[src/hw/accel_cfg_pkg.sv]
/* Accelerator configuration
   Widths, element counts, SRAM select codes and pipeline drain depth */

package accel_cfg_pkg;

    // Datapath widths
    localparam int DATA_WIDTH      = 8;
    localparam int SRAM_DATA_WIDTH = 64;
    localparam int ADDR_WIDTH      = 8;
    localparam int PSUM_WIDTH      = 16;

    // One processing element per byte of an input word
    localparam int ROUTER_COUNT = 8;

    // Host SRAM select codes with 2 and 3 left unused
    localparam logic [1:0] WEIGHT_SRAM = 2'd0;
    localparam logic [1:0] INPUT_SRAM  = 2'd1;

    // Cycles from last step issue to last accumulate
    localparam int PIPE_DRAIN = 2;

endpackage : accel_cfg_pkg

[src/hw/accel_types_pkg.sv]
/* Accelerator datapath types
   Bytes, addresses, SRAM words and partial-sum vectors shared by the stages */

package accel_types_pkg;

    import accel_cfg_pkg::*;

    typedef logic signed [DATA_WIDTH-1:0] data_t;
    typedef logic [ADDR_WIDTH-1:0]        addr_t;
    typedef logic signed [PSUM_WIDTH-1:0] psum_t;
    typedef logic [SRAM_DATA_WIDTH-1:0]   sram_word_t;

    // Lane 0 sits in the low byte of a stored word
    typedef data_t [ROUTER_COUNT-1:0]                  ifmap_word_t;
    typedef data_t [SRAM_DATA_WIDTH/DATA_WIDTH-1:0]    weight_word_t;

    // Element 0 first as seen by the PE column
    typedef data_t [0:ROUTER_COUNT-1] ifmap_vec_t;
    typedef psum_t [0:ROUTER_COUNT-1] psum_vec_t;

endpackage : accel_types_pkg

[src/hw/pe_column.sv]
/* PE column
   Eight signed 8x8 multipliers feeding wrapping 16-bit accumulators */

`timescale 1ns/1ps

module pe_column
    import accel_cfg_pkg::*, accel_types_pkg::*;
(
    input  logic       i_clk,
    input  logic       i_rst_n,
    input  logic       i_clear,
    input  ifmap_vec_t i_ifmap,
    input  logic       i_ifmap_valid,
    input  data_t      i_weight,
    input  logic       i_weight_valid,
    output psum_vec_t  o_psum
);

    logic acc_en;

    assign acc_en = i_ifmap_valid && i_weight_valid;

    for (genvar j = 0; j < ROUTER_COUNT; j++) begin : g_pe
        psum_t prod;

        // Full product fits in 16 bits, so only the sum wraps
        assign prod = i_weight * i_ifmap[j];

        always_ff @(posedge i_clk or negedge i_rst_n) begin
            if (!i_rst_n) begin
                o_psum[j] <= '0;
            end else if (i_clear) begin
                o_psum[j] <= '0;
            end else if (acc_en) begin
                o_psum[j] <= o_psum[j] + prod;
            end
        end
    end

    // Both routers share one pipeline depth, so their lanes land together
    a_valid_aligned : assert property (
        @(posedge i_clk) disable iff (!i_rst_n)
        i_weight_valid == i_ifmap_valid
    ) else $error("weight and ifmap valids disagree");

endmodule : pe_column

[config.mk]
export PLATFORM = sky130hd
export DESIGN_NAME = pe_column
export DESIGN_NICKNAME = d
export VERILOG_FILES = /design/src/hw/accel_cfg_pkg.sv /design/src/hw/accel_types_pkg.sv /design/src/hw/pe_column.sv
export SDC_FILE = /design/constraint.sdc
export NUM_CORES = 2
export LEC_CHECK = 0
export BUFFER_PORTS_ARGS = -buffer_cell sky130_fd_sc_hd__buf_2
export CAP_MARGIN = 30
export CORE_MARGIN = 3
export CORE_UTILIZATION = 31
export DETAILED_ROUTE_END_ITERATION = 8
export GPL_ROUTABILITY_DRIVEN = 0
export GPL_TIMING_DRIVEN = 0
export SETUP_SLACK_MARGIN = 0.1
export SLEW_MARGIN = 10
export SYNTH_ARGS = -nofsm -noshare
export SYNTH_HDL_FRONTEND = slang
export SYNTH_SLANG_ARGS = --single-unit
[constraint.sdc]
create_clock -name i_clk -period 4 [get_ports i_clk]
set_input_delay 0.2 -clock i_clk [delete_from_list [all_inputs] [get_ports i_clk]]
set_output_delay 0.2 -clock i_clk [all_outputs]
set_load 0.01 [all_outputs]
# == After elaboration in Yosys (flattened, before gate mapping) ==
# Index checks and enable logic that the tools add are counted.
# totals
ff_bits,128
in_bits,77
mem_bits_ro,0
mem_count,0
out_inout_bits,128
latchBits,0
mem_bits_rw,0
wordCells,42
# classes
div_mod_pow,0
n_bitwise,0
mux,16
n_mul,8
n_shift,0
n_eq_ne,0
add_sub_neg,8
n_reduce_logical,2
n_lt_le_gt_ge,0
# ops
op,count
16-bit two-way mux,16
16-bit adder,8
8-bit by 8-bit multiplier with 16-bit output,8
2-bit nonzero test,1
1-bit logical AND,1

# == Logic depth before layout (Yosys ltp) ==
# logic_depth
ltp_word,4
depth_mapped,20
mapped_depth_nobuf,18

# == Least setup slack after synthesis ==
# OpenSTA, ideal clock, no wires.
# synth_path
path_kind,input to register
start,input i_weight[7]
end,register o_psum[111] (netlist bit)
cell_stages,16
t_required_ps,3879
path_buffers,2
setup_slack_ps,-805
arrival_ps,4684
cell_sequence,clkbuf_1 clkbuf_1 nand2_1 fa_1 fa_1 inv_1 fa_1 fa_1 ha_1 ha_1 or3_4 or3_1 nor4_2 nor3_1 xnor2_1 a22o_1
# synth_via
elab_chain_cells,4
# synth_rtl
item,line_no,text
"start, declared",pe_column.sv:14,"input data_t i_weight,"
8-bit by 8-bit multiplier with 16-bit output,pe_column.sv:27,assign prod = i_weight * i_ifmap[j];
16-bit adder,pe_column.sv:35,o_psum[j] <= o_psum[j] + prod;
16-bit two-way mux,pe_column.sv:34,end else if (acc_en) begin
16-bit two-way mux,pe_column.sv:32,end else if (i_clear) begin
"end signal, assigned by index",pe_column.sv:35,
"end, declared",pe_column.sv:16,output psum_vec_t o_psum
# Every way passes these cells. The select of a mux whose other input is x is not followed.
# A chain may end at the register's enable or synchronous reset.

# == Final worst setup path ==
# layout_path
start,register o_psum[38] (netlist bit)
end,register o_psum[42] (netlist bit)
# layout_via
elab_chain_cells,3
# layout_rtl
item,line_no
16-bit adder,pe_column.sv:35
16-bit two-way mux,pe_column.sv:34
16-bit two-way mux,pe_column.sv:32
# Every way passes these cells. The select of a mux whose other input is x is not followed.

==> summary.txt <==
Run status
  – Status: complete, but fails checks
  – Failing checks: setup timing

Power
  – PD cells: 850 nW/um2
  – P_leak: 16.8 nW
  – Max rail drop VDD: 0.576 mV

Clock tree
  – Clk root buf: clkbuf_16
  – Later-pin clock latency in the skew report: 0.49 ns
  – Num CTS Buffers: 17
  – Clk pin slew, worst setup/hold paths: 0.07 ns
  – CTS tree: yes
  – # clock sinks: 128
  – Max H-tree Level: 4
  – Clock buffer depth: 2

Job
  – Max cap viols: 0

Setup path
  – Crit-path max cell delay: 0.56 ns
  – WP buf/inv: 4
  – CP top delay family: adder cells
  – CP most frequent cell: inv_2
  – CP max FO: 3
  – CP cell instances: inv_2 > fa_1 > inv_2 > fa_1 > inv_2 > fa_2 > inv_2 > fa_2 > ha_4 > ha_4 > nor2b_4 > o21a_1 > o21a_1 > o21a_1 > or3_1 > a32o_1
  – Crit path launch type: flip-flop
  – Arrival time at the worst endpoint: 4.95 ns
  – Critical path class: reg2reg
  – Slowest-stage cell, CP: fa_2
  – Data required time of the worst path: 4.38 ns
  – CP Capture Type: flip-flop

Global route
  – Pin count of the biggest net entering global routing: 79
  – Grt total ovfl: 0
  – Antenna violations before repair: 37
  – First-pass GRT wire length: 144 mm
  – Vias in the first global route: 22500
  – All-Layer GR Usage: 0.208

Routing
  – DR vias: 21100
  – Drt wl/cell: 21.9 um
  – DRC: 0
  – Initial drt markers: 1311
  – Final WL: 95.1 mm
  – Final ANT Viol Nets: 0
  – Via density: 4.88
  – Pre-antenna DRT Iters: 5

Layout
  – Cell Count, Final, Fillers Out: 4333
  – Reg with most FFs: o_psum
  – Utilization after layout: 0.384
  – Max reg flops: 128
  – Regs by FF count: o_psum x128
  – Layout fillers: 8750
  – Layout area overhead: 22.4%
  – Nets@finish: 4084
  – Layout cells sized above 1: 0.222
  – Final Instance Area: 34100 um2

Worst hold path
  – Worst Hold Class: in2async

Timing
  – Clock Skew: 0.0168 ns
  – Rel. slew slack: 0.297
  – Pins over their slew limit: 0
  – Worst-Margin Slew: 1.05 ns
  – RSZ-0062 raised after global routing: yes
  – Minimum clock period: 4.57 ns
  – Hold Slack: 0.213 ns
  – Setup ws final: -0.571 ns
  – Crit share post-route: 1.14
  – Finish-stage setup viols: 48
  – Final Hold Vio Count: 0
  – Max Freq: 219 MHz

Yosys
  – Post-synth top cells: inv_1 (585), fa_1 (568), ha_1 (296)
  – EDFF count, synth: 0
  – Synth Flop Type: dfrtp_1
  – Share of the synthesized area in the top cell type: 0.408
  – Synthesized area: 27800 um2
  – Mapped Cells: 2811
  – Synthesized netlist net count: 3752
  – Post-synth ARST share: 1.00
  – Cell taking the most area after synthesis: fa_1
  – #FFs+latches synth: 128
  – Post-synthesis sequential area ratio: 0.115
  – Largest cells by area after synthesis: fa_1 (41%), ha_1 (13%), dfrtp_1 (12%)
  – Count of cell types in the netlist: 46
  – Most common cell in the netlist: inv_1
  – Syn Area/Cell: 9.91 um2
  – Ys Warns: 0

Placement
  – Detailed Place HPWL: 75.3 mm
  – Placed Area: 31500 um2
  – IO Port Bufs: 189
  – Placed Instances: 4180
  – Dpl ws: -1.71 ns

Floorplanning
  – Die width: 306 um
  – Die Ht: 306 um
  – Starting Density: 0.314
  – Core ar.: 88800 um2
  – Die Area: 93500 um2
  – Row count: 109
  – # IOs: 205
-- path summary, 6_finish.rpt --
kind,start,cells past startpoint,end,slack [ns]
max,o_psum[38],16,o_psum[42],-0.57
min,i_rst_n,2,o_psum[103],0.21
max reg2reg,o_psum[38],16,o_psum[42],-0.57
min reg2reg,o_psum[37],2,o_psum[37],0.51
max in group asynchronous,i_rst_n,3,o_psum[27],2.94
min in group i_clk,i_ifmap[48],4,o_psum[96],0.33
-- placed cells by master (no fill, tap or decap), drive strengths merged, types with 3 or more instances in the layout --
| cell type | n |
|---|---|
| o21bai | 8 |
| a21oi | 34 |
| o41ai | 7 |
| a211oi | 23 |
| fa | 568 |
| buf | 326 |
| o31ai | 16 |
| a31o | 7 |
| xor2 | 25 |
| bufinv | 3 |
| o21a | 38 |
| a32o | 22 |
| a21o | 22 |
| nor2 | 59 |
| o21ai | 99 |
| nor3b | 3 |
| nor2b | 9 |
| o211ai | 15 |
| ha | 296 |
| and2 | 256 |
| nand2b | 16 |
| xnor2 | 103 |
| clkbuf | 98 |
| nand2 | 266 |
| or3 | 25 |
| a22o | 55 |
| clkinv | 11 |
| dfrtp | 128 |
| inv | 585 |
| diode | 13 |
| clkinvlp | 4 |
| nor3 | 16 |
-- metrics by stage --
stage / total power (W) / setup TNS, ns
final: 0.0290 / -15.70
after floorplan: 0.0188 / -12.92
after global placement: 0.0229 / -94.18
after CTS: 0.0276 / -15.62
after detailed placement: 0.0232 / -82.10
after global routing: 0.0320 / -23.10
-- layer usage --
metal,routed length [um],global-route usage,vias up
li1,-,-,9380
met1,39000,0.272,10900
met2,44300,0.336,659
met3,8990,0.0627,131
met4,2670,0.0572,12
met5,84,0,-
-- logic make-up (layout without fill, tap and decap cells) --
group	count (synthesis)	in the layout	synth area share
other	0	13	0
XOR/XNOR	128	128	0.0403
AO/OA/AOI/OAI	351	351	0.0917
adder cells (fa/ha/maj)	864	864	0.541
buffers and inverters	684	1028	0.0922
flip-flops	128	128	0.115
multiplexers	1	1	0.000359
AND/OR/NAND/NOR	655	655	0.119
-- report_power, final --
group,switching (W),internal (W)
sequential,0.000311,0.00159
clock,0.000732,0.00100
combinational,0.0130,0.0123
-- repair_timing --
item	CTS	global route
setup endpoints to repair	69	71
gates cloned	1	1
buffers inserted	59	49
pin swaps	152	117
gates resized for setup	169	90
hold endpoints to repair	50	0
hold buffers	1	0
-- layout make-up --
type / instances / area (um2) / share of cell area
well taps: 1165 / 1460 / 0.0428
inverters: 593 / 2230 / 0.0654
multi-input cells: 1999 / 23600 / 0.692
diodes: 13 / 32.5 / 0.000955
clock buffers: 21 / 460 / 0.0135
clock inverters: 10 / 136 / 0.00400
flip-flops and latches: 128 / 3210 / 0.0943
plain buffers: 91 / 863 / 0.0253
repair buffers: 313 / 2100 / 0.0615
Power figures use the tool's default switching activity.
