<file path="src/hw/accel_cfg_pkg.sv">
/* Accelerator configuration
   Widths, element counts, SRAM select codes and pipeline drain depth */

package accel_cfg_pkg;

    // Datapath widths
    localparam int DATA_WIDTH      = 8;
    localparam int SRAM_DATA_WIDTH = 64;
    localparam int ADDR_WIDTH      = 8;
    localparam int PSUM_WIDTH      = 16;

    // One processing element per byte of an input word
    localparam int ROUTER_COUNT = 8;

    // Host SRAM select codes with 2 and 3 left unused
    localparam logic [1:0] WEIGHT_SRAM = 2'd0;
    localparam logic [1:0] INPUT_SRAM  = 2'd1;

    // Cycles from last step issue to last accumulate
    localparam int PIPE_DRAIN = 2;

endpackage : accel_cfg_pkg

</file>
<file path="src/hw/accel_types_pkg.sv">
/* Accelerator datapath types
   Bytes, addresses, SRAM words and partial-sum vectors shared by the stages */

package accel_types_pkg;

    import accel_cfg_pkg::*;

    typedef logic signed [DATA_WIDTH-1:0] data_t;
    typedef logic [ADDR_WIDTH-1:0]        addr_t;
    typedef logic signed [PSUM_WIDTH-1:0] psum_t;
    typedef logic [SRAM_DATA_WIDTH-1:0]   sram_word_t;

    // Lane 0 sits in the low byte of a stored word
    typedef data_t [ROUTER_COUNT-1:0]                  ifmap_word_t;
    typedef data_t [SRAM_DATA_WIDTH/DATA_WIDTH-1:0]    weight_word_t;

    // Element 0 first as seen by the PE column
    typedef data_t [0:ROUTER_COUNT-1] ifmap_vec_t;
    typedef psum_t [0:ROUTER_COUNT-1] psum_vec_t;

endpackage : accel_types_pkg

</file>
<file path="src/hw/route_controller.sv">
/* Route controller
   Issues the routing steps, waits out the pipeline and hands off to output */

`timescale 1ns/1ps

module route_controller
    import accel_cfg_pkg::*, accel_types_pkg::*;
(
    input  logic  i_clk,
    input  logic  i_rst_n,
    input  logic  i_reg_clear,
    input  logic  i_route_en,
    input  addr_t i_route_size,
    input  logic  i_out_done,
    output logic  o_start,
    output logic  o_step_en,
    output logic  o_out_start,
    output logic  o_busy
);

    typedef enum logic [1:0] {ST_IDLE, ST_STEP, ST_DRAIN, ST_OUT} state_t;

    state_t state;
    addr_t  cnt;
    addr_t  size_q;

    // Shared counter counts steps first and then drain cycles
    always_ff @(posedge i_clk or negedge i_rst_n) begin
        if (!i_rst_n) begin
            state       <= ST_IDLE;
            cnt         <= '0;
            size_q      <= '0;
            o_out_start <= 1'b0;
        end else if (i_reg_clear) begin
            state       <= ST_IDLE;
            cnt         <= '0;
            o_out_start <= 1'b0;
        end else begin
            o_out_start <= 1'b0;
            case (state)
                ST_IDLE: begin
                    if (i_route_en) begin
                        size_q <= i_route_size;
                        cnt    <= '0;
                        state  <= ST_STEP;
                    end
                end
                ST_STEP: begin
                    if (cnt == size_q - addr_t'(1)) begin
                        cnt   <= '0;
                        state <= ST_DRAIN;
                    end else begin
                        cnt <= cnt + addr_t'(1);
                    end
                end
                ST_DRAIN: begin
                    if (cnt == addr_t'(PIPE_DRAIN - 1)) begin
                        o_out_start <= 1'b1;
                        state       <= ST_OUT;
                    end else begin
                        cnt <= cnt + addr_t'(1);
                    end
                end
                default: begin
                    if (i_out_done) begin
                        state <= ST_IDLE;
                    end
                end
            endcase
        end
    end

    // Start also clears the accumulators at the top level
    assign o_start   = (state == ST_IDLE) && i_route_en;
    assign o_step_en = (state == ST_STEP);
    assign o_busy    = (state != ST_IDLE);

    a_size_nonzero : assert property (
        @(posedge i_clk) disable iff (!i_rst_n)
        i_route_en |-> (i_route_size != '0)
    ) else $error("route started with size 0");

endmodule : route_controller

</file>
<file path="config.mk">
export PLATFORM = sky130hd
export DESIGN_NAME = route_controller
export DESIGN_NICKNAME = d
export VERILOG_FILES = /design/src/hw/accel_cfg_pkg.sv /design/src/hw/accel_types_pkg.sv /design/src/hw/route_controller.sv
export SDC_FILE = /design/constraint.sdc
export NUM_CORES = 1
export LEC_CHECK = 0
export ABC_AREA = 1
export BUFFER_PORTS_ARGS = -buffer_cell sky130_fd_sc_hd__clkbuf_2
export CORE_MARGIN = 10
export CORE_UTILIZATION = 50
export DETAILED_ROUTE_END_ITERATION = 8
export PLACE_DENSITY_LB_ADDON = 0.2
export SLEW_MARGIN = 20
export SYNTH_ARGS = -nofsm -noshare
export SYNTH_HDL_FRONTEND = slang
export SYNTH_SLANG_ARGS = --single-unit
</file>
<file path="constraint.sdc">
create_clock -name i_clk -period 2.75 [get_ports i_clk]
set_input_delay 0.825 -clock i_clk [delete_from_list [all_inputs] [get_ports i_clk]]
set_output_delay 0.825 -clock i_clk [all_outputs]
set_load 0.05 [all_outputs]
</file>
======== Word level (Yosys, flattened, before mapping) ========
Cells that the tools add are included.
cells by class
  bitwise logic cells ..................... 1
  equal/unequal tests ..................... 8
  reductions and logical operators ........ 8
  $add $sub $neg .......................... 2
  mux-type cells .......................... 14
operators by type and width
  kind                                                                      count
  8-bit two-way mux                                                         4
  8-bit one-hot mux with 3 select lines                                     1
  2-bit two-way mux                                                         5
  3-bit inequality test (second input constant)                             3
  8-bit by 1-bit adder with 8-bit output (second input constant)            1
  8-bit by 1-bit equality test with 1-bit output (second input constant)    1
  8-bit equality test                                                       1
  8-bit by 1-bit subtractor with 8-bit output (second input constant)       1
  2-bit one-hot mux with 3 select lines                                     1
  3-bit AND reduction                                                       2
  5-bit nonzero test                                                        1
  4-bit AND reduction                                                       1
  4-bit nonzero test                                                        1
  1-bit two-way mux                                                         3
  3-bit by 2-bit inequality test with 1-bit output (second input constant)  1
  2-bit by 1-bit equality test with 1-bit output (second input constant)    1
  2-bit equality test (second input constant)                               1
  2-bit zero test                                                           1
  2-bit nonzero test                                                        1
  1-bit logical AND                                                         1
  1-bit inverter                                                            1
storage, ports and cells
  input bits .............................. 13
  bits in registers ....................... 19
  output and inout port bits .............. 4

======== Logic depth before layout (Yosys ltp) ========
  depth after elaboration ................. 5
  gate-level depth with buffers ........... 15
  gate-level depth less buffers ........... 15

======== Worst setup path after synthesis ========
No wires, ideal clock.
  kind .................................... input-to-output
  from .................................... in i_route_en
  to ...................................... out o_start
  arrival ................................. 1.183 ns
  stages .................................. 2
  path buffers ............................ 0
  path slack .............................. 0.742 ns
  path through ............................ nand2_1 > inv_1
between the ends
  cells in the longest elaborated chain, start to end .. 1
RTL lines
  item               RTL line                text
  start, declared    route_controller.sv:12  input logic i_route_en,
  1-bit logical AND  route_controller.sv:74  assign o_start = (state == ST_IDLE) && i_route_en;
  end, declared      route_controller.sv:15  output logic o_start,
Every way passes these cells.

======== Worst setup path in the final report ========
  from .................................... reg state[0]
  to ...................................... out o_start
between the ends
  cells in the longest elaborated chain, start to end .. 2
RTL lines
  item                    RTL line                text
  start, declared         route_controller.sv:23  state_t state;
  start signal, assigned  route_controller.sv:30  state <= ST_IDLE;
  start signal, assigned  route_controller.sv:35  state <= ST_IDLE;
  start signal, assigned  route_controller.sv:45  state <= ST_STEP;
  2-bit zero test         route_controller.sv:74
  1-bit logical AND       route_controller.sv:74
Every way passes these cells.

==> flow_metrics.py <==
metrics = {
    "timing": {
        "clock_skew_ps": 5.925,
        "setup_viol": 0,
        "min_period_ps": 2298,
        "slew_viol_final": 0,
        "hold_viol": 0,
        "max_slew_margin": 0.6740,
        "fin_crit_sh": 0.8358,
        "fmax_mhz": 435.1,
        "fin_ws_ps": 451.6,
        "tightest_slew_ps": 487.5,
        "setup_tns_ps": 0,
        "rsz0062_at_grt": "false",
    },
    "layout": {
        "utilization": 0.5843,
        "final_common_cell": "nand2_1",
        "fillers": 243,
        "multi_input_area_um2": 742.0,
        "regArea_um2": 475.5,
        "fin_cells": 241,
        "finalNetCount": 231,
        "syn_to_final_growth_pct": 10.51,
        "final_cell_mix": "nand2_1 (57), inv_1 (23), nand3_1 (23), nor2_1 (20), dfrtp_1 (19)",
        "drive_above_1_share": 0.1659,
        "num_antenna_cells": 0,
    },
    "outcome": {
        "outcome": "finished, final reports clean",
    },
    "clock_tree": {
        "cts.sinks": 19,
        "cts_max_path_buffers": 2,
        "ctsRootBufferMaster": "clkbuf_4",
        "post_cts_buffers": 0,
        "ctsHoldBuffers": 0,
        "htreeDepth": 1,
        "cts_buffers": 3,
        "clk_pin_slew_worst_paths_ps": 110,
        "clock_latency_ps": 310,
        "post_cts_resized": 0,
        "tritoncts": "built",
    },
    "synth": {
        "netlist_area_um2": 1334,
        "synth_compound_area_frac": 0.05722,
        "ys_seq_elements": 19,
        "synthSimpleGateAreaFrac": 0.3818,
        "synth_top_area_frac": 0.3565,
        "synth-warning-count": 0,
        "yosys.area_share.adder": 0.05629,
        "synth_xor_area_frac": 0.05253,
        "async_flop_share": 1.000,
        "seq_area_frac_synth": 0.3565,
        "synth.area.mux_share": 0.008443,
        "syn_area_per_cell_um2": 6.947,
        "synthCells": 192,
        "yosys.area.top_type": "dfrtp_1",
        "syn-num-nets": 211,
        "synth-edff-count": 0,
        "synth.distinct_cells": 25,
        "synth_top_family_by_area": "simple AND/OR/NAND/NOR gates",
        "synthFlopType": "dfrtp_1",
        "synthTopCellsByArea": "dfrtp_1 (36%), nand2_1 (16%), nand3_1 (8.6%)",
    },
    "setup_path": {
        "path_class": "register to output pin",
        "cp_max_fo": 4,
        "max_stage_delay_ps": 420,
        "cp_num_buf_inv": 3,
        "endpoint_kind": "output pin",
        "cp_data_arrival_time_ps": 1470,
        "crit_path_frequent_cell": "inv_1",
        "cpMaxStageDelayCell": "dfrtp_1",
        "required_ps": 1930,
        "path_cells": "inv_1 > ha_1 > nand2_1 > inv_1 > clkbuf_2",
        "crit_path_start_kind": "register",
        "cp_top_family": "buffers and inverters",
    },
    "drt": {
        "drt-initial-drc-count": 105,
        "via_per_inst": 5.158,
        "drt-total-wl_mm": 2.951,
        "drc": 0,
        "drt-pass1-iter-count": 4,
        "post_drt_wl_per_cell_um": 12.24,
        "num_vias": 1243,
        "route.antenna.remaining_nets": 0,
    },
    "global_route": {
        "overflow": 0,
        "grt_pass1_vias": 1242,
        "grt.total_usage": 0.1220,
        "antenna_found_initial": 0,
        "grt_max_degree": 20,
        "grt_first_pass_wirelength_mm": 5.181,
    },
    "floorplanning": {
        "die_y_um": 71.65,
        "coreArea_um2": 2522,
        "die_w_um": 71.65,
        "rows": 18,
        "initial_core_util": 0.5288,
        "io_pins": 17,
        "die_area_um2": 5134,
    },
    "placed_design": {
        "io_buffers": 16,
        "place_ws_ps": 614.5,
        "dp.cells": 237,
        "dp_hpwl_mm": 2.344,
        "gp_congestion": 0.8209,
    },
    "power": {
        "p_per_area_nw_per_um2": 800.6,
        "p_leak_uw": 0.0008210,
        "peakVddDrop_v": 0.0005714,
    },
    "run": {
        "cap_violations": 0,
    },
    "worst_hold_path": {
        "hold_class": "input port to async pin",
    },
}
==> routing by layer <==
layer  wire [µm]  track usage  part of all wire
met3         151      0.02893             0.051
met4          61      0.06022             0.021
met5           0            0                 0
met2        1369       0.2020              0.46
met1        1368       0.1433              0.46
==> flip-flops by register name (all words and copies together) (netlist names) <==
signal       cells
size_q           8
state            2
o_out_start      1
cnt              8
==> logic make-up (layout without fill, tap and decap cells) <==
family,after synthesis,after routing
flip-flops,19,19
adder cells (fa/ha/maj),6,6
AND/OR/NAND/NOR,114,114
multiplexers,1,1
buffers and inverters,31,50
AO/OA/AOI/OAI,13,13
XOR/XNOR,8,8
==> path summary, 6_finish.rpt <==
| path | endpoint | slack (ps) | startpoint | cells after the start |
|---|---|---|---|---|
| setup / recovery | o_start | 450 | state[0] | 5 |
| hold / removal | cnt[4] | 450 | i_rst_n | 1 |
| setup reg to reg | cnt[3] | 940 | size_q[0] | 13 |
| hold reg to reg | state[1] | 530 | state[1] | 2 |
| max in group asynchronous | size_q[0] | 1960 | i_rst_n | 1 |
| min in group i_clk | state[1] | 530 | state[1] | 2 |
==> metrics by stage <==
stage	cell area (µm²)	hold slack [ps]	power, µW
2_1_floorplan	1334	466.5	896.2
3_3_place_gp	1448	494.3	1007
3_5_place_dp	1448	500.4	1032
4_1_cts	1474	469.6	1183
5_1_grt	1474	476.6	1285
6_report	1474	454.4	1180
==> synth_stat cells, types with 2 or more instances <==
cell type and n:
dfrtp_1 19, ha_1 6, o21ai_0 3, nand3_1 23, xnor2_1 2, nand2_4 2, nand4_1 4, nor2_1 20
nand2_1 57, inv_1 23, a21oi_1 7, inv_2 6, nor2_2 3, xor2_1 6
==> final cells by class <==
type                    count  share of cell area
clock buffers               4             0.01783
inverters                  30             0.07640
multi-input cells         142              0.5034
flip-flops and latches     19              0.3226
well taps                  30             0.02547
repair buffers             16             0.05433
==> worst register-to-register path, stage by stage, from the launching register on <==
cell     delay (ps)
dfrtp_1         430
inv_2           100
ha_1            230
nand2_1          70
nor2_1          140
nand3_1         110
nand3_1          80
nand2_1          70
nor2_2          110
nand2_2          90
nand2_4          90
nand2_4          80
nand3_1          80
nand2_1          50
==> where the power goes <==
part	internal (µW)	switching [µW]
Sequential	350	82.1
Clock	56.7	92.0
Combinational	198	401
Total	604	576
(Power assumes the default switching activity.)
