<file path="config.mk">
export PLATFORM = sky130hd
export DESIGN_NAME = output_router
export DESIGN_NICKNAME = d
export VERILOG_FILES = /design/src/hw/accel_cfg_pkg.sv /design/src/hw/accel_types_pkg.sv /design/src/hw/output_router.sv
export SDC_FILE = /design/constraint.sdc
export NUM_CORES = 1
export LEC_CHECK = 0
export BUFFER_PORTS_ARGS = -buffer_cell sky130_fd_sc_hd__buf_2
export CAP_MARGIN = 20
export CORE_ASPECT_RATIO = 0.8
export CORE_MARGIN = 2
export CORE_UTILIZATION = 57
export DETAILED_ROUTE_END_ITERATION = 10
export PLACE_DENSITY_LB_ADDON = 0.12
export SLEW_MARGIN = 20
export SYNTH_ARGS = -nofsm -noshare
export SYNTH_HDL_FRONTEND = slang
export SYNTH_SLANG_ARGS = --single-unit
</file>
<file path="constraint.sdc">
create_clock -name i_clk -period 10.1 [get_ports i_clk]
set_input_delay 0.505 -clock i_clk [delete_from_list [all_inputs] [get_ports i_clk]]
set_output_delay 0.505 -clock i_clk [all_outputs]
set_load 0.02 [all_outputs]
</file>
<file path="src/hw/accel_cfg_pkg.sv">
/* Accelerator configuration
   Widths, element counts, SRAM select codes and pipeline drain depth */

package accel_cfg_pkg;

    // Datapath widths
    localparam int DATA_WIDTH      = 8;
    localparam int SRAM_DATA_WIDTH = 64;
    localparam int ADDR_WIDTH      = 8;
    localparam int PSUM_WIDTH      = 16;

    // One processing element per byte of an input word
    localparam int ROUTER_COUNT = 8;

    // Host SRAM select codes with 2 and 3 left unused
    localparam logic [1:0] WEIGHT_SRAM = 2'd0;
    localparam logic [1:0] INPUT_SRAM  = 2'd1;

    // Cycles from last step issue to last accumulate
    localparam int PIPE_DRAIN = 2;

endpackage : accel_cfg_pkg

</file>
<file path="src/hw/accel_types_pkg.sv">
/* Accelerator datapath types
   Bytes, addresses, SRAM words and partial-sum vectors shared by the stages */

package accel_types_pkg;

    import accel_cfg_pkg::*;

    typedef logic signed [DATA_WIDTH-1:0] data_t;
    typedef logic [ADDR_WIDTH-1:0]        addr_t;
    typedef logic signed [PSUM_WIDTH-1:0] psum_t;
    typedef logic [SRAM_DATA_WIDTH-1:0]   sram_word_t;

    // Lane 0 sits in the low byte of a stored word
    typedef data_t [ROUTER_COUNT-1:0]                  ifmap_word_t;
    typedef data_t [SRAM_DATA_WIDTH/DATA_WIDTH-1:0]    weight_word_t;

    // Element 0 first as seen by the PE column
    typedef data_t [0:ROUTER_COUNT-1] ifmap_vec_t;
    typedef psum_t [0:ROUTER_COUNT-1] psum_vec_t;

endpackage : accel_types_pkg

</file>
<file path="src/hw/output_router.sv">
/* Output router
   Latches the psum vector and streams it out one element per cycle */

`timescale 1ns/1ps

module output_router
    import accel_cfg_pkg::*, accel_types_pkg::*;
(
    input  logic      i_clk,
    input  logic      i_rst_n,
    input  logic      i_reg_clear,
    input  logic      i_out_start,
    input  psum_vec_t i_psum,
    output psum_t     o_psum,
    output logic      o_psum_valid,
    output logic      o_done
);

    psum_vec_t                         shift_q;
    logic                              active;
    logic [$clog2(ROUTER_COUNT)-1:0]   beat_cnt;

    always_ff @(posedge i_clk or negedge i_rst_n) begin
        if (!i_rst_n) begin
            active   <= 1'b0;
            beat_cnt <= '0;
        end else if (i_reg_clear) begin
            active   <= 1'b0;
            beat_cnt <= '0;
        end else if (i_out_start) begin
            active   <= 1'b1;
            beat_cnt <= '0;
        end else if (active) begin
            beat_cnt <= beat_cnt + 1'b1;
            if (o_done) begin
                active <= 1'b0;
            end
        end
    end

    // Element 0 leaves first
    always_ff @(posedge i_clk) begin
        if (i_out_start) begin
            shift_q <= i_psum;
        end else if (active) begin
            shift_q <= {shift_q[1:ROUTER_COUNT-1], psum_t'(0)};
        end
    end

    assign o_psum       = shift_q[0];
    assign o_psum_valid = active;
    assign o_done       = active && (beat_cnt == ROUTER_COUNT - 1);

    // Controller only starts a new drain once the previous one finished
    a_no_restart : assert property (
        @(posedge i_clk) disable iff (!i_rst_n)
        i_out_start |-> !active
    ) else $error("output start during serialization");

endmodule : output_router

</file>
After elaboration in Yosys (flattened, before gate mapping)

Cells that the tools add are included.

Register bits: 132
Bits of input ports: 132
Output and inout bits: 18
Word-level logic and storage cells: 24

Add/subtract/negate cells: 1
Eq/ne operators: 1
Multiplexer cells: 9
Reductions and logical operators: 3

Operator list:

| operator                                                      | number |
|---|---|
| 128-bit 2-to-1 mux                                            | 2 |
| 3-bit 2-to-1 mux                                              | 3 |
| 1-bit 2-to-1 mux                                              | 4 |
| 3-bit by 1-bit adder with 3-bit output, second input constant | 1 |
| 3-bit == test, second input constant                          | 1 |
| 3-bit nonzero test                                            | 1 |
| 2-bit nonzero test                                            | 1 |
| 1-bit logical AND                                             | 1 |

Depth between registers and ports, before layout

Gate-level depths: netlist of the first run.

Depth in word-level cells: 6
Gate-level depth with buffers: 5

Worst setup path before layout of the first run

No wires, ideal clock.

Path type: input -> register
From: input i_out_start
To: register shift_q, in the netlist o_psum[0], enable pin
Setup time: 0.496 ns
Arrival time: 3.719 ns
Path slack: 5.884 ns
Cell stages on the path: 4
Path buffers: 3
Cell sequence: buf_6 -> buf_6 -> buf_6 -> or2_1

Longest elaborated chain between the ends: 1

RTL lines:

| item                                | RTL line            | RTL |
|---|---|---|
| start: declaration                  | output_router.sv:12 | `input logic i_out_start,` |
| 2-bit nonzero test (no source line) | n/a                 |  |
| end signal: assignment              | output_router.sv:44 | `shift_q <= i_psum;` |
| end signal: assignment              | output_router.sv:46 | `shift_q <= {shift_q[1:ROUTER_COUNT-1], psum_t'(0)};` |
| end: declaration                    | output_router.sv:19 | `psum_vec_t shift_q;` |

No other way between the ends.
A chain may end at the register's enable or synchronous reset.

Worst setup path in the final report of the first run

From: input i_out_start
To: register shift_q[0] (netlist name), enable pin

The elaborated chain is that of the path after synthesis.

==> results of run 1 <==
[cell usage after synthesis]
cell	instances	area, sq um
and2_1	17	106
nor3_1	3	15.0
a21oi_1	1	5.00
clkbuf_2	1	5.00
xnor2_1	1	8.76
edfxtp_1	128	3840
buf_2	7	35.0
buf_6	7	78.8
dfrtp_1	4	100
buf_4	16	120
nand2b_1	1	6.26
mux2i_1	2	20.0
or2_1	1	6.26
mux2_4	49	736
ha_1	2	25.0
inv_1	1	3.75
clkbuf_1	1	3.75
mux2_2	63	709
[cells by family (layout without fill, tap and decap cells)]
group                    after synthesis  count (layout)  share of synthesized area
flip-flops                           132             132                      0.677
multiplexers                         114             114                      0.251
buffers and inverters                 33             185                     0.0423
AND/OR/NAND/NOR                       22              22                     0.0230
adder cells (fa/ha/maj)                2               2                    0.00429
AO/OA/AOI/OAI                          1               1                   0.000858
XOR/XNOR                               1               1                    0.00150
[registers in the layout, summed over array words and instances, names as in the netlist]
signal	cells
shift_q	112
beat_cnt	3
o_psum_valid	1
o_psum	16
[path summary, 6_finish.rpt]
check | to | slack [ps] | cells after the start
min in group asynchronous | o_psum_valid$_DFF_PN0_ | 460 | 2
max | shift_q[0]$_SDFFCE_PN0P_ | 7530 | 3
min reg2reg | o_psum[7]$_DFFE_PP_ | 540 | 1
min | o_psum_valid$_DFF_PN0_ | 300 | 2
max reg2reg | shift_q[0]$_SDFFCE_PN0P_ | 7690 | 2
max in group asynchronous | beat_cnt[1]$_DFFE_PN0P_ | 9510 | 2
[metal layers]
metal	track usage	part of all wire
met4	0.0922	0.030
met2	0.262	0.47
met5	0	0
met1	0.196	0.41
met3	0.0745	0.084
[stage by stage]
| step | std cells | setup slack (ps) | util |
|---|---|---|---|
| 3_3_place_gp | 560 | 7140 | 0.665 |
| 4_1_cts | 593 | 7520 | 0.736 |
| 6_report | 593 | 7530 | 0.736 |
| 3_5_place_dp | 560 | 7100 | 0.665 |
| 2_1_floorplan | 305 | 5880 | - |
| 5_1_grt | 593 | 7350 | 0.736 |
[area by class of cell]
type	instances	share of cell area
well taps	136	0.0236
flip-flops and latches	132	0.546
inverters	1	0.000520
clock inverters	14	0.0355
clock buffers	18	0.0594
multi-input cells	140	0.227
repair buffers	152	0.108
[power by group]
part	switching, W	internal [W]
clock	0.000219	0.000487
combinational	0.0000540	0.0000769
sequential	0.0000137	0.000670
total	0.000287	0.00123
[worst reg2reg max path: cells and delay by family (launching register included)]
kind	cells	cell delay (ps)
and+or+nand+nor	1	690
DFF	1	490
buffers and inverters	1	800
[repair_timing]
action / 4_1_cts / 5_1_grt
hold endpoints to repair: 4 / 0
gates resized for setup: 0 / 0
hold buffers: 1 / 0
==> summary.md, run 1 <==
| Metric | Value |
|---|---|
| Ant diodes | 0 |
| Worst vdd ir | ~170 uV |
| Fraction of layout instances using a drive strength above 1 | 0.643 |
| Final nets | 578 |
| Final setup viols | 0 |
| Mapped Nets | 439 |
| Status | finished clean |
| Maximum clock frequency | between 300 and 400 MHz |
| CTS tree | yes |
| Worst path buffer plus inverter count | 2 |
| 1st-iter DRT viols | 160 |
| Worst Setup End Kind | flop |
| Worst-path clk slew | about 60 ps |
| # port buffers | around 150 |
| Setup_tns | 0 ps |
| Final Slew Violations | 0 |
| Fill cells | 638 |
| Die footprint | 0.0111 sq mm |
| Clock Sinks | ~130 |
| ANT nets after route | 0 |
| Initial antenna violation count | 0 |
| CTS max path bufs | 2 |
| Chip height | 94.4 um |
| Htree depth | 4 |
| RSZ-0062 raised after global routing | no |
| Critical Path Max Stage Delay | approximately 800 ps |
| Syn_area_per_cell | about 19 sq um |
| Commonest non-fill, non-tap cells in the layout | 148 x buf_2, 128 x edfxtp_1, 63 x mux2_2 |
| Top delay family on crit path | buffers and inverters |
| Number of global-route vias before repair | 2856 |
| Max Cap Viol | 0 |
| First drt pass iteration count | 4 |
| Global-route wire length before repair | approximately 13000 um |
| Synth warn | 0 |
| Die width | approximately 120 um |
| Num CTS Buffers | 17 |
| Register area share after synthesis | 0.677 |
| Largest net degree at the start of global routing | 71 |
| Slew at the pin with the worst max-slew slack | roughly 940 ps |
| Cells along the critical path | buf_6, or2_4, buf_4 |
| Area grow syn2layout | 23.9% |
| Reg area | around 0.0039 sq mm |
| Clock skew | ~6.2 ps |
| Yosys reg bits | roughly 130 |
| Multi-input logic area | 0.00164 sq mm |
| Post-Syn Instances | approximately 310 |
| Final Hold Fails | 0 |
| Post-synth cell types | 18 |
| Synth Cell Area | 0.00583 sq mm |
| HP Class | in2reg |
| Global Route Usage Sum | 0.168 |
| Max FO, Critical Path | 70 |
| Design area | 0.00722 sq mm |
| Routed WL | between 8000 and 9000 um |
| Worst Hold Launch | i_reg_clear |
| Critical path class | in2reg |
| Final HPWL DP | 5650 um |
| I/O pins | 150 |
| WL per Instance | 15.0 um |
| DR vias | a little under 3000 |
| GPL Wtd Cong | 0.769 |
| Setup crit start | i_out_start |
| Placement Rows | 32 |
| Clock Latency Late Sink | 410 ps |
| Postcts setup bufs | 0 |
| Post-route DRC | 0 |
| Reg2reg start | o_psum_valid$_DFF_PN0_ |
| Vias per inst | 4.91 |
| Leading cell type in the layout, fill and taps excluded | buf_2 |
| Final Critical Period | 2570 ps |
| LEAKAGE | 3.03 nW |
| Worst rel slew slack | 0.375 |
| Starting density of the core | 0.594 |
| Crit share post-route | 0.254 |
| Grt ovf | 0 |
| Overall Power | ~0.0015 W |
| Hold slack final | between 200 and 300 ps |
| Worst Path Required | 10130 ps |
| CORE AREA | 0.00981 sq mm |
| Arr. time, crit path | between 2000 and 3000 ps |
| Placed Area | ~0.0065 sq mm |
| PD cells | ~210 mW/mm^2 |
| Worst Setup Start Kind | input port |
| Max stage delay cell, worst path | buf_4 |
| Root buf cell | clkbuf_16 |
Note: power is estimated with default switching activity, not from simulation.
==> run 2: changes to the inputs <==
--- a/config.mk
+++ b/config.mk
@@ -9,7 +9,7 @@
 export CAP_MARGIN = 20
 export CORE_ASPECT_RATIO = 0.8
 export CORE_MARGIN = 2
-export CORE_UTILIZATION = 57
+export CORE_UTILIZATION = 53
 export DETAILED_ROUTE_END_ITERATION = 10
 export PLACE_DENSITY_LB_ADDON = 0.12
 export SLEW_MARGIN = 20
==> constraint.sdc (replaced) <==
create_clock -name i_clk -period 2.42 [get_ports i_clk]
set_input_delay 0.121 -clock i_clk [delete_from_list [all_inputs] [get_ports i_clk]]
set_output_delay 0.121 -clock i_clk [all_outputs]
set_load 0.02 [all_outputs]
==> summary.md, run 2 (synthesis gave the netlist of run 1 again) <==
| Metric | Value |
|---|---|
| Status | finished clean |
| Reg area | slightly below 0.004 sq mm |
| Vias per inst | ~4.7 |
| Leading cell type in the layout, fill and taps excluded | buf_2 |
| Final Hold Fails | 0 |
| Commonest non-fill, non-tap cells in the layout | 148 x buf_2, 128 x edfxtp_1, 70 x dlygate4sd3_1 |
| CORE AREA | between 0.01 and 0.015 sq mm |
| Arr. time, crit path | 1500 ps |
| Worst Setup End Kind | output pin |
| Placed insts | 573 |
| Grt ovf | 0 |
| Fill cells | between 700 and 800 |
| Maximum clock frequency | between 600 and 700 MHz |
| Post-CTS Resized | 0 |
| LEAKAGE | approximately 3.3 nW |
| Overall Power | a little over 0.006 W |
| Global Route Usage Sum | 0.172 |
| PD cells | between 700 and 800 mW/mm^2 |
| Largest net degree at the start of global routing | 60 |
| Final setup viols | 0 |
| Worst rel slew slack | 0.714 |
| Register share of total power | 0.472 |
| Initial antenna violation count | 0 |
| Placed Area | about 0.0066 sq mm |
| Power share of the combinational group | 0.108 |
| Clock skew | 8.15 ps |
| Sw frac | 0.204 |
| Fraction of layout instances using a drive strength above 1 | 0.561 |
| Clock Latency Late Sink | just over 400 ps |
| Htree depth | 4 |
| Worst Setup Start Kind | flop |
| Area grow syn2layout | 35.6% |
| Multi-input logic area | between 0.0015 and 0.002 sq mm |
| Final Critical Period | 1620 ps |
| Placement Rows | 34 |
| Starting density of the core | 0.539 |
| Global-route wire length before repair | 15300 um |
| # port buffers | 149 |
| CTS tree | yes |
| Die footprint | around 0.012 sq mm |
| First drt pass iteration count | 5 |
| Worst vdd ir | ~530 uV |
| Slew at the pin with the worst max-slew slack | roughly 430 ps |
| Chip height | approximately 100 um |
| Setup_tns | 0 ps |
| I/O pins | 150 |
| Critical path class | reg2out |
| Max FO, Critical Path | 2 |
| RSZ-0062 raised after global routing | no |
| WL per Instance | between 10 and 15 um |
| Routed WL | approximately 9700 um |
| Root buf cell | clkbuf_16 |
| Die width | around 120 um |
| ANT nets after route | 0 |
| Max FFs per register | around 110 |
| Final HPWL DP | roughly 6000 um |
| Post-route DRC | 0 |
| Max Cap Viol | 0 |
| Design area | between 0.007 and 0.008 sq mm |
| DR vias | roughly 3200 |
| Num CTS Buffers | 17 |
| GPL Wtd Cong | around 0.73 |
| Clock power frac | 0.420 |
| Psw | roughly 0.0012 W |
| Internal Power | around 0.0048 W |
| Number of global-route vias before repair | 3287 |
| Clock Sinks | 132 |
| 1st-iter DRT viols | 181 |
| Post-Route Utilization | 0.731 |
| Final nets | around 650 |
| Worst Path Required | between 2000 and 2500 ps |
| Worst-path clk slew | about 50 ps |
| Crit share post-route | 0.668 |
| Final Slew Violations | 0 |
| Register bank with the most flops | shift_q |
| HP Class | in2reg |
| Final cell count without fillers | about 680 |
| Ant diodes | 0 |
| CTS max path bufs | 2 |
==> run 2: cell count changes in the layout (fill, tap and decap cells not counted), sizes merged <==
cell	before	now
bufinv	7	3
buf	151	156
dlygate4sd3	1	70
clkinvlp	2	5
inv	2	1
clkinv	4	6
==> run 2: layout make-up <==
cell class,count,share of cell area
Sequential cell,132,0.499
Multi-Input combinational cell,140,0.208
Timing Repair Buffer,226,0.195
Clock buffer,18,0.0543
Tap cell,144,0.0228
Clock inverter,14,0.0206
Inverter,1,0.000475
==> run 2: per-stage QoR <==
| stage | hold WS, ps | setup WS (ps) |
|---|---|---|
| after CTS | 0.162 | 776 |
| after global placement | -75.4 | 932 |
| after floorplan | -175 | 293 |
| after global routing | 0.827 | 744 |
| final | 15.1 | 802 |
| after detailed placement | -72.7 | 900 |
==> run 2: timing repair <==
item                      4_1_cts  5_1_grt
setup buffers                   0        0
hold buffers                   70        0
hold endpoints to repair       76        0
==> run 2: metal layers <==
metal / up-vias / routed length (um) / GRT usage
li1: 1579 / - / -
met4: 0 / 160 / 0.0822
met1: 1462 / 4030 / 0.202
met2: 102 / 4830 / 0.285
met3: 14 / 657 / 0.0584
met5: - / 0 / 0
==> run 2: power groups by stage <==
stage	clock, W	sequential [W]	combinational (W)
floorplan	0	0.00288	0.000423
global placement	0	0.00288	0.000554
detailed placement	0	0.00290	0.000566
CTS	0.00257	0.00285	0.000659
global route	0.00267	0.00287	0.000707
finish	0.00253	0.00285	0.000653
==> run 2: worst max-delay path: stages, from the launching register on <==
cell	delay (ps)
dfrtp_1	390
ha_1	210
ha_1	190
and2_1	150
buf_2	150
==> run 2: final timing paths <==
path | start | to | slack, ps | depth (start not counted)
worst max-delay path | beat_cnt[0]$_DFFE_PN0P_ | o_done | 800 | 4
worst min-delay path | i_psum[12] | shift_q[12]$_SDFFCE_PN0P_ | 20 | 2
worst max register to register | o_psum_valid$_DFF_PN0_ | o_psum[15]$_DFFE_PP_ | 920 | 2
worst min register to register | shift_q[75]$_DFFE_PP_ | shift_q[91]$_DFFE_PP_ | 540 | 1
max in group asynchronous | i_rst_n | beat_cnt[0]$_DFFE_PN0P_ | 2230 | 2
min in group asynchronous | i_rst_n | beat_cnt[2]$_DFFE_PN0P_ | 80 | 2
==> run 3: changes to the inputs <==
--- a/config.mk
+++ b/config.mk
@@ -9,7 +9,7 @@
 export CAP_MARGIN = 20
 export CORE_ASPECT_RATIO = 0.8
 export CORE_MARGIN = 2
-export CORE_UTILIZATION = 53
+export CORE_UTILIZATION = 48
 export DETAILED_ROUTE_END_ITERATION = 10
 export PLACE_DENSITY_LB_ADDON = 0.12
 export SLEW_MARGIN = 20
==> constraint.sdc (replaced) <==
create_clock -name i_clk -period 1.4 [get_ports i_clk]
set_input_delay 0.07 -clock i_clk [delete_from_list [all_inputs] [get_ports i_clk]]
set_output_delay 0.07 -clock i_clk [all_outputs]
set_load 0.02 [all_outputs]
==> summary.md, run 3 <==
| Metric | Value |
|---|---|
| CTS max path bufs | 2 |
| Num CTS Buffers | 17 |
| Root buf cell | clkbuf_16 |
| Ranking of synthesized cells by area | edfxtp_1 66%, mux2_4 13%, mux2_2 12%, buf_4 2.1%, and2_1 1.8% |
| Placement Rows | 35 |
| Register area share after synthesis | 0.677 |
| Syn_area_per_cell | between 15 and 20 sq um |
| Placed insts | about 580 |
| Post-synth cell types | 18 |
| Synth warn | 0 |
| Synth Cell Area | 0.00583 sq mm |
| Chip height | ~100 um |
| Final HPWL DP | between 6000 and 7000 um |
| Post-synth top flop | edfxtp_1 |
| Async SR Flop Fraction | 0.0303 |
| Number of enable flip-flop cells after synthesis | about 130 |
| Status | aborted with a tool error |
| GPL Wtd Cong | 0.717 |
| Area leader, netlist | edfxtp_1 |
| I/O pins | 150 |
| # port buffers | around 150 |
| Clock Sinks | about 130 |
| Hold_buf cts | ~120 |
| Post-Place Setup Slack | 202 ps |
| Htree depth | 4 |
| Placed Area | roughly 0.0066 sq mm |
| Starting density of the core | 0.498 |
| Post-synth top area share | 0.660 |
| Most numerous cell in the Yosys netlist | edfxtp_1 |
| Die width | approximately 130 um |
| Mapped Nets | 439 |
| First Error | [ERROR RSZ-0060] Max buffer count reached. |
| Post-Syn Instances | a little over 300 |
| Post-CTS Resized | 5 |
| Synth cell count leaders | 128 x edfxtp_1, 63 x mux2_2, 49 x mux2_4 |
| Stop stage | clock tree synthesis (4_1_cts) |
| Postcts setup bufs | 2 |
| Yosys reg bits | 132 |
run 3: cell counts after synthesis:
Identical to the previous run, type by type.
run 3: cells by family after synthesis:
family | count (synthesis) | synth area share
xor gates and xnor gates | 1 | 0.00150
and+or+nand+nor | 22 | 0.0230
DFF | 132 | 0.677
muxes | 114 | 0.251
buffers and inverters | 33 | 0.0423
AOI/OAI and AO/OA | 1 | 0.000858
adders and majority gates | 2 | 0.00429
run 3: through the flow:
| step | hold WS, ps | utilization | setup TNS [ps] |
|---|---|---|---|
| after detailed placement | -110 | 0.568 | 0 |
| after global placement | -118 | 0.568 | 0 |
| after floorplan | -226 | - | -70590 |
==> run 4: changes to the inputs <==
--- a/config.mk
+++ b/config.mk
@@ -7,11 +7,10 @@
 export LEC_CHECK = 0
 export BUFFER_PORTS_ARGS = -buffer_cell sky130_fd_sc_hd__buf_2
 export CAP_MARGIN = 20
-export CORE_ASPECT_RATIO = 0.8
 export CORE_MARGIN = 2
-export CORE_UTILIZATION = 48
+export CORE_UTILIZATION = 40
 export DETAILED_ROUTE_END_ITERATION = 10
-export PLACE_DENSITY_LB_ADDON = 0.12
+export PLACE_DENSITY_LB_ADDON = 0.15
 export SLEW_MARGIN = 20
 export SYNTH_ARGS = -nofsm -noshare
 export SYNTH_HDL_FRONTEND = slang
==> constraint.sdc (replaced) <==
create_clock -name i_clk -period 1.8 [get_ports i_clk]
set_input_delay 0.09 -clock i_clk [delete_from_list [all_inputs] [get_ports i_clk]]
set_output_delay 0.09 -clock i_clk [all_outputs]
set_load 0.02 [all_outputs]
==> summary.md, run 4 <==
| Metric | Value |
|---|---|
| Stop stage | clock tree synthesis (4_1_cts) |
| Post-Synth XOR/XNOR Area | 0.00150 |
| Post-CTS Resized | 0 |
| I/O pins | 150 |
| Async SR Flop Fraction | 0.0303 |
| Placement Rows | 44 |
| Largest family of logic cells by synthesized area | multiplexers |
| Mapped Nets | 439 |
| GPL Wtd Cong | between 0.6 and 0.7 |
| Post-synth top flop | edfxtp_1 |
| Most numerous cell in the Yosys netlist | edfxtp_1 |
| Htree depth | 4 |
| Area leader, netlist | edfxtp_1 |
| Final HPWL DP | between 6000 and 7000 um |
| Die width | 125 um |
| Syn_area_per_cell | 19.1 sq um |
| Clock Sinks | roughly 130 |
| Starting density of the core | 0.406 |
| Ranking of synthesized cells by area | edfxtp_1 66%, mux2_4 13%, mux2_2 12%, buf_4 2.1%, and2_1 1.8% |
| Synth warn | 0 |
| Hold_buf cts | 130 |
| Postcts setup bufs | 0 |
| Post-synth top area share | 0.660 |
| CTS max path bufs | 2 |
| Synth cell count leaders | 128 x edfxtp_1, 63 x mux2_2, 49 x mux2_4 |
| Status | aborted with a tool error |
| Post-synth cell types | 18 |
| Simple logic cell fraction of the synthesized area | 0.0230 |
| Area fraction in compound gates after synthesis | 0.000859 |
| Chip height | about 120 um |
| Adder-Cell Fraction of Synth Area | 0.00429 |
| Mux share of post-synthesis cell area | 0.251 |
| First Error | [ERROR RSZ-0060] Max buffer count reached. |
| Post-Place Setup Slack | approximately 410 ps |
| # port buffers | 149 |
| Num CTS Buffers | 17 |
| Register area share after synthesis | 0.677 |
| Yosys reg bits | ~130 |
| Number of enable flip-flop cells after synthesis | 128 |
| Placed insts | a little over 600 |
| Synth Cell Area | roughly 0.006 sq mm |
| Root buf cell | clkbuf_16 |
| Post-Syn Instances | 305 |
## run 4: metrics by stage
| stage | cell area, sq um | TNS, ps | hold slack (ps) |
|---|---|---|---|
| floorplan | 5840 | -19390 | -206 |
| global placement | 6650 | 0 | -103 |
| detailed placement | 6650 | 0 | -101 |
## run 4: cell families after synthesis
logic type / count (synthesis)
flip-flops: 132
multiplexers: 114
buffers and inverters: 33
AND/OR/NAND/NOR: 22
adder cells (fa/ha/maj): 2
AO/OA/AOI/OAI: 1
XOR/XNOR: 1
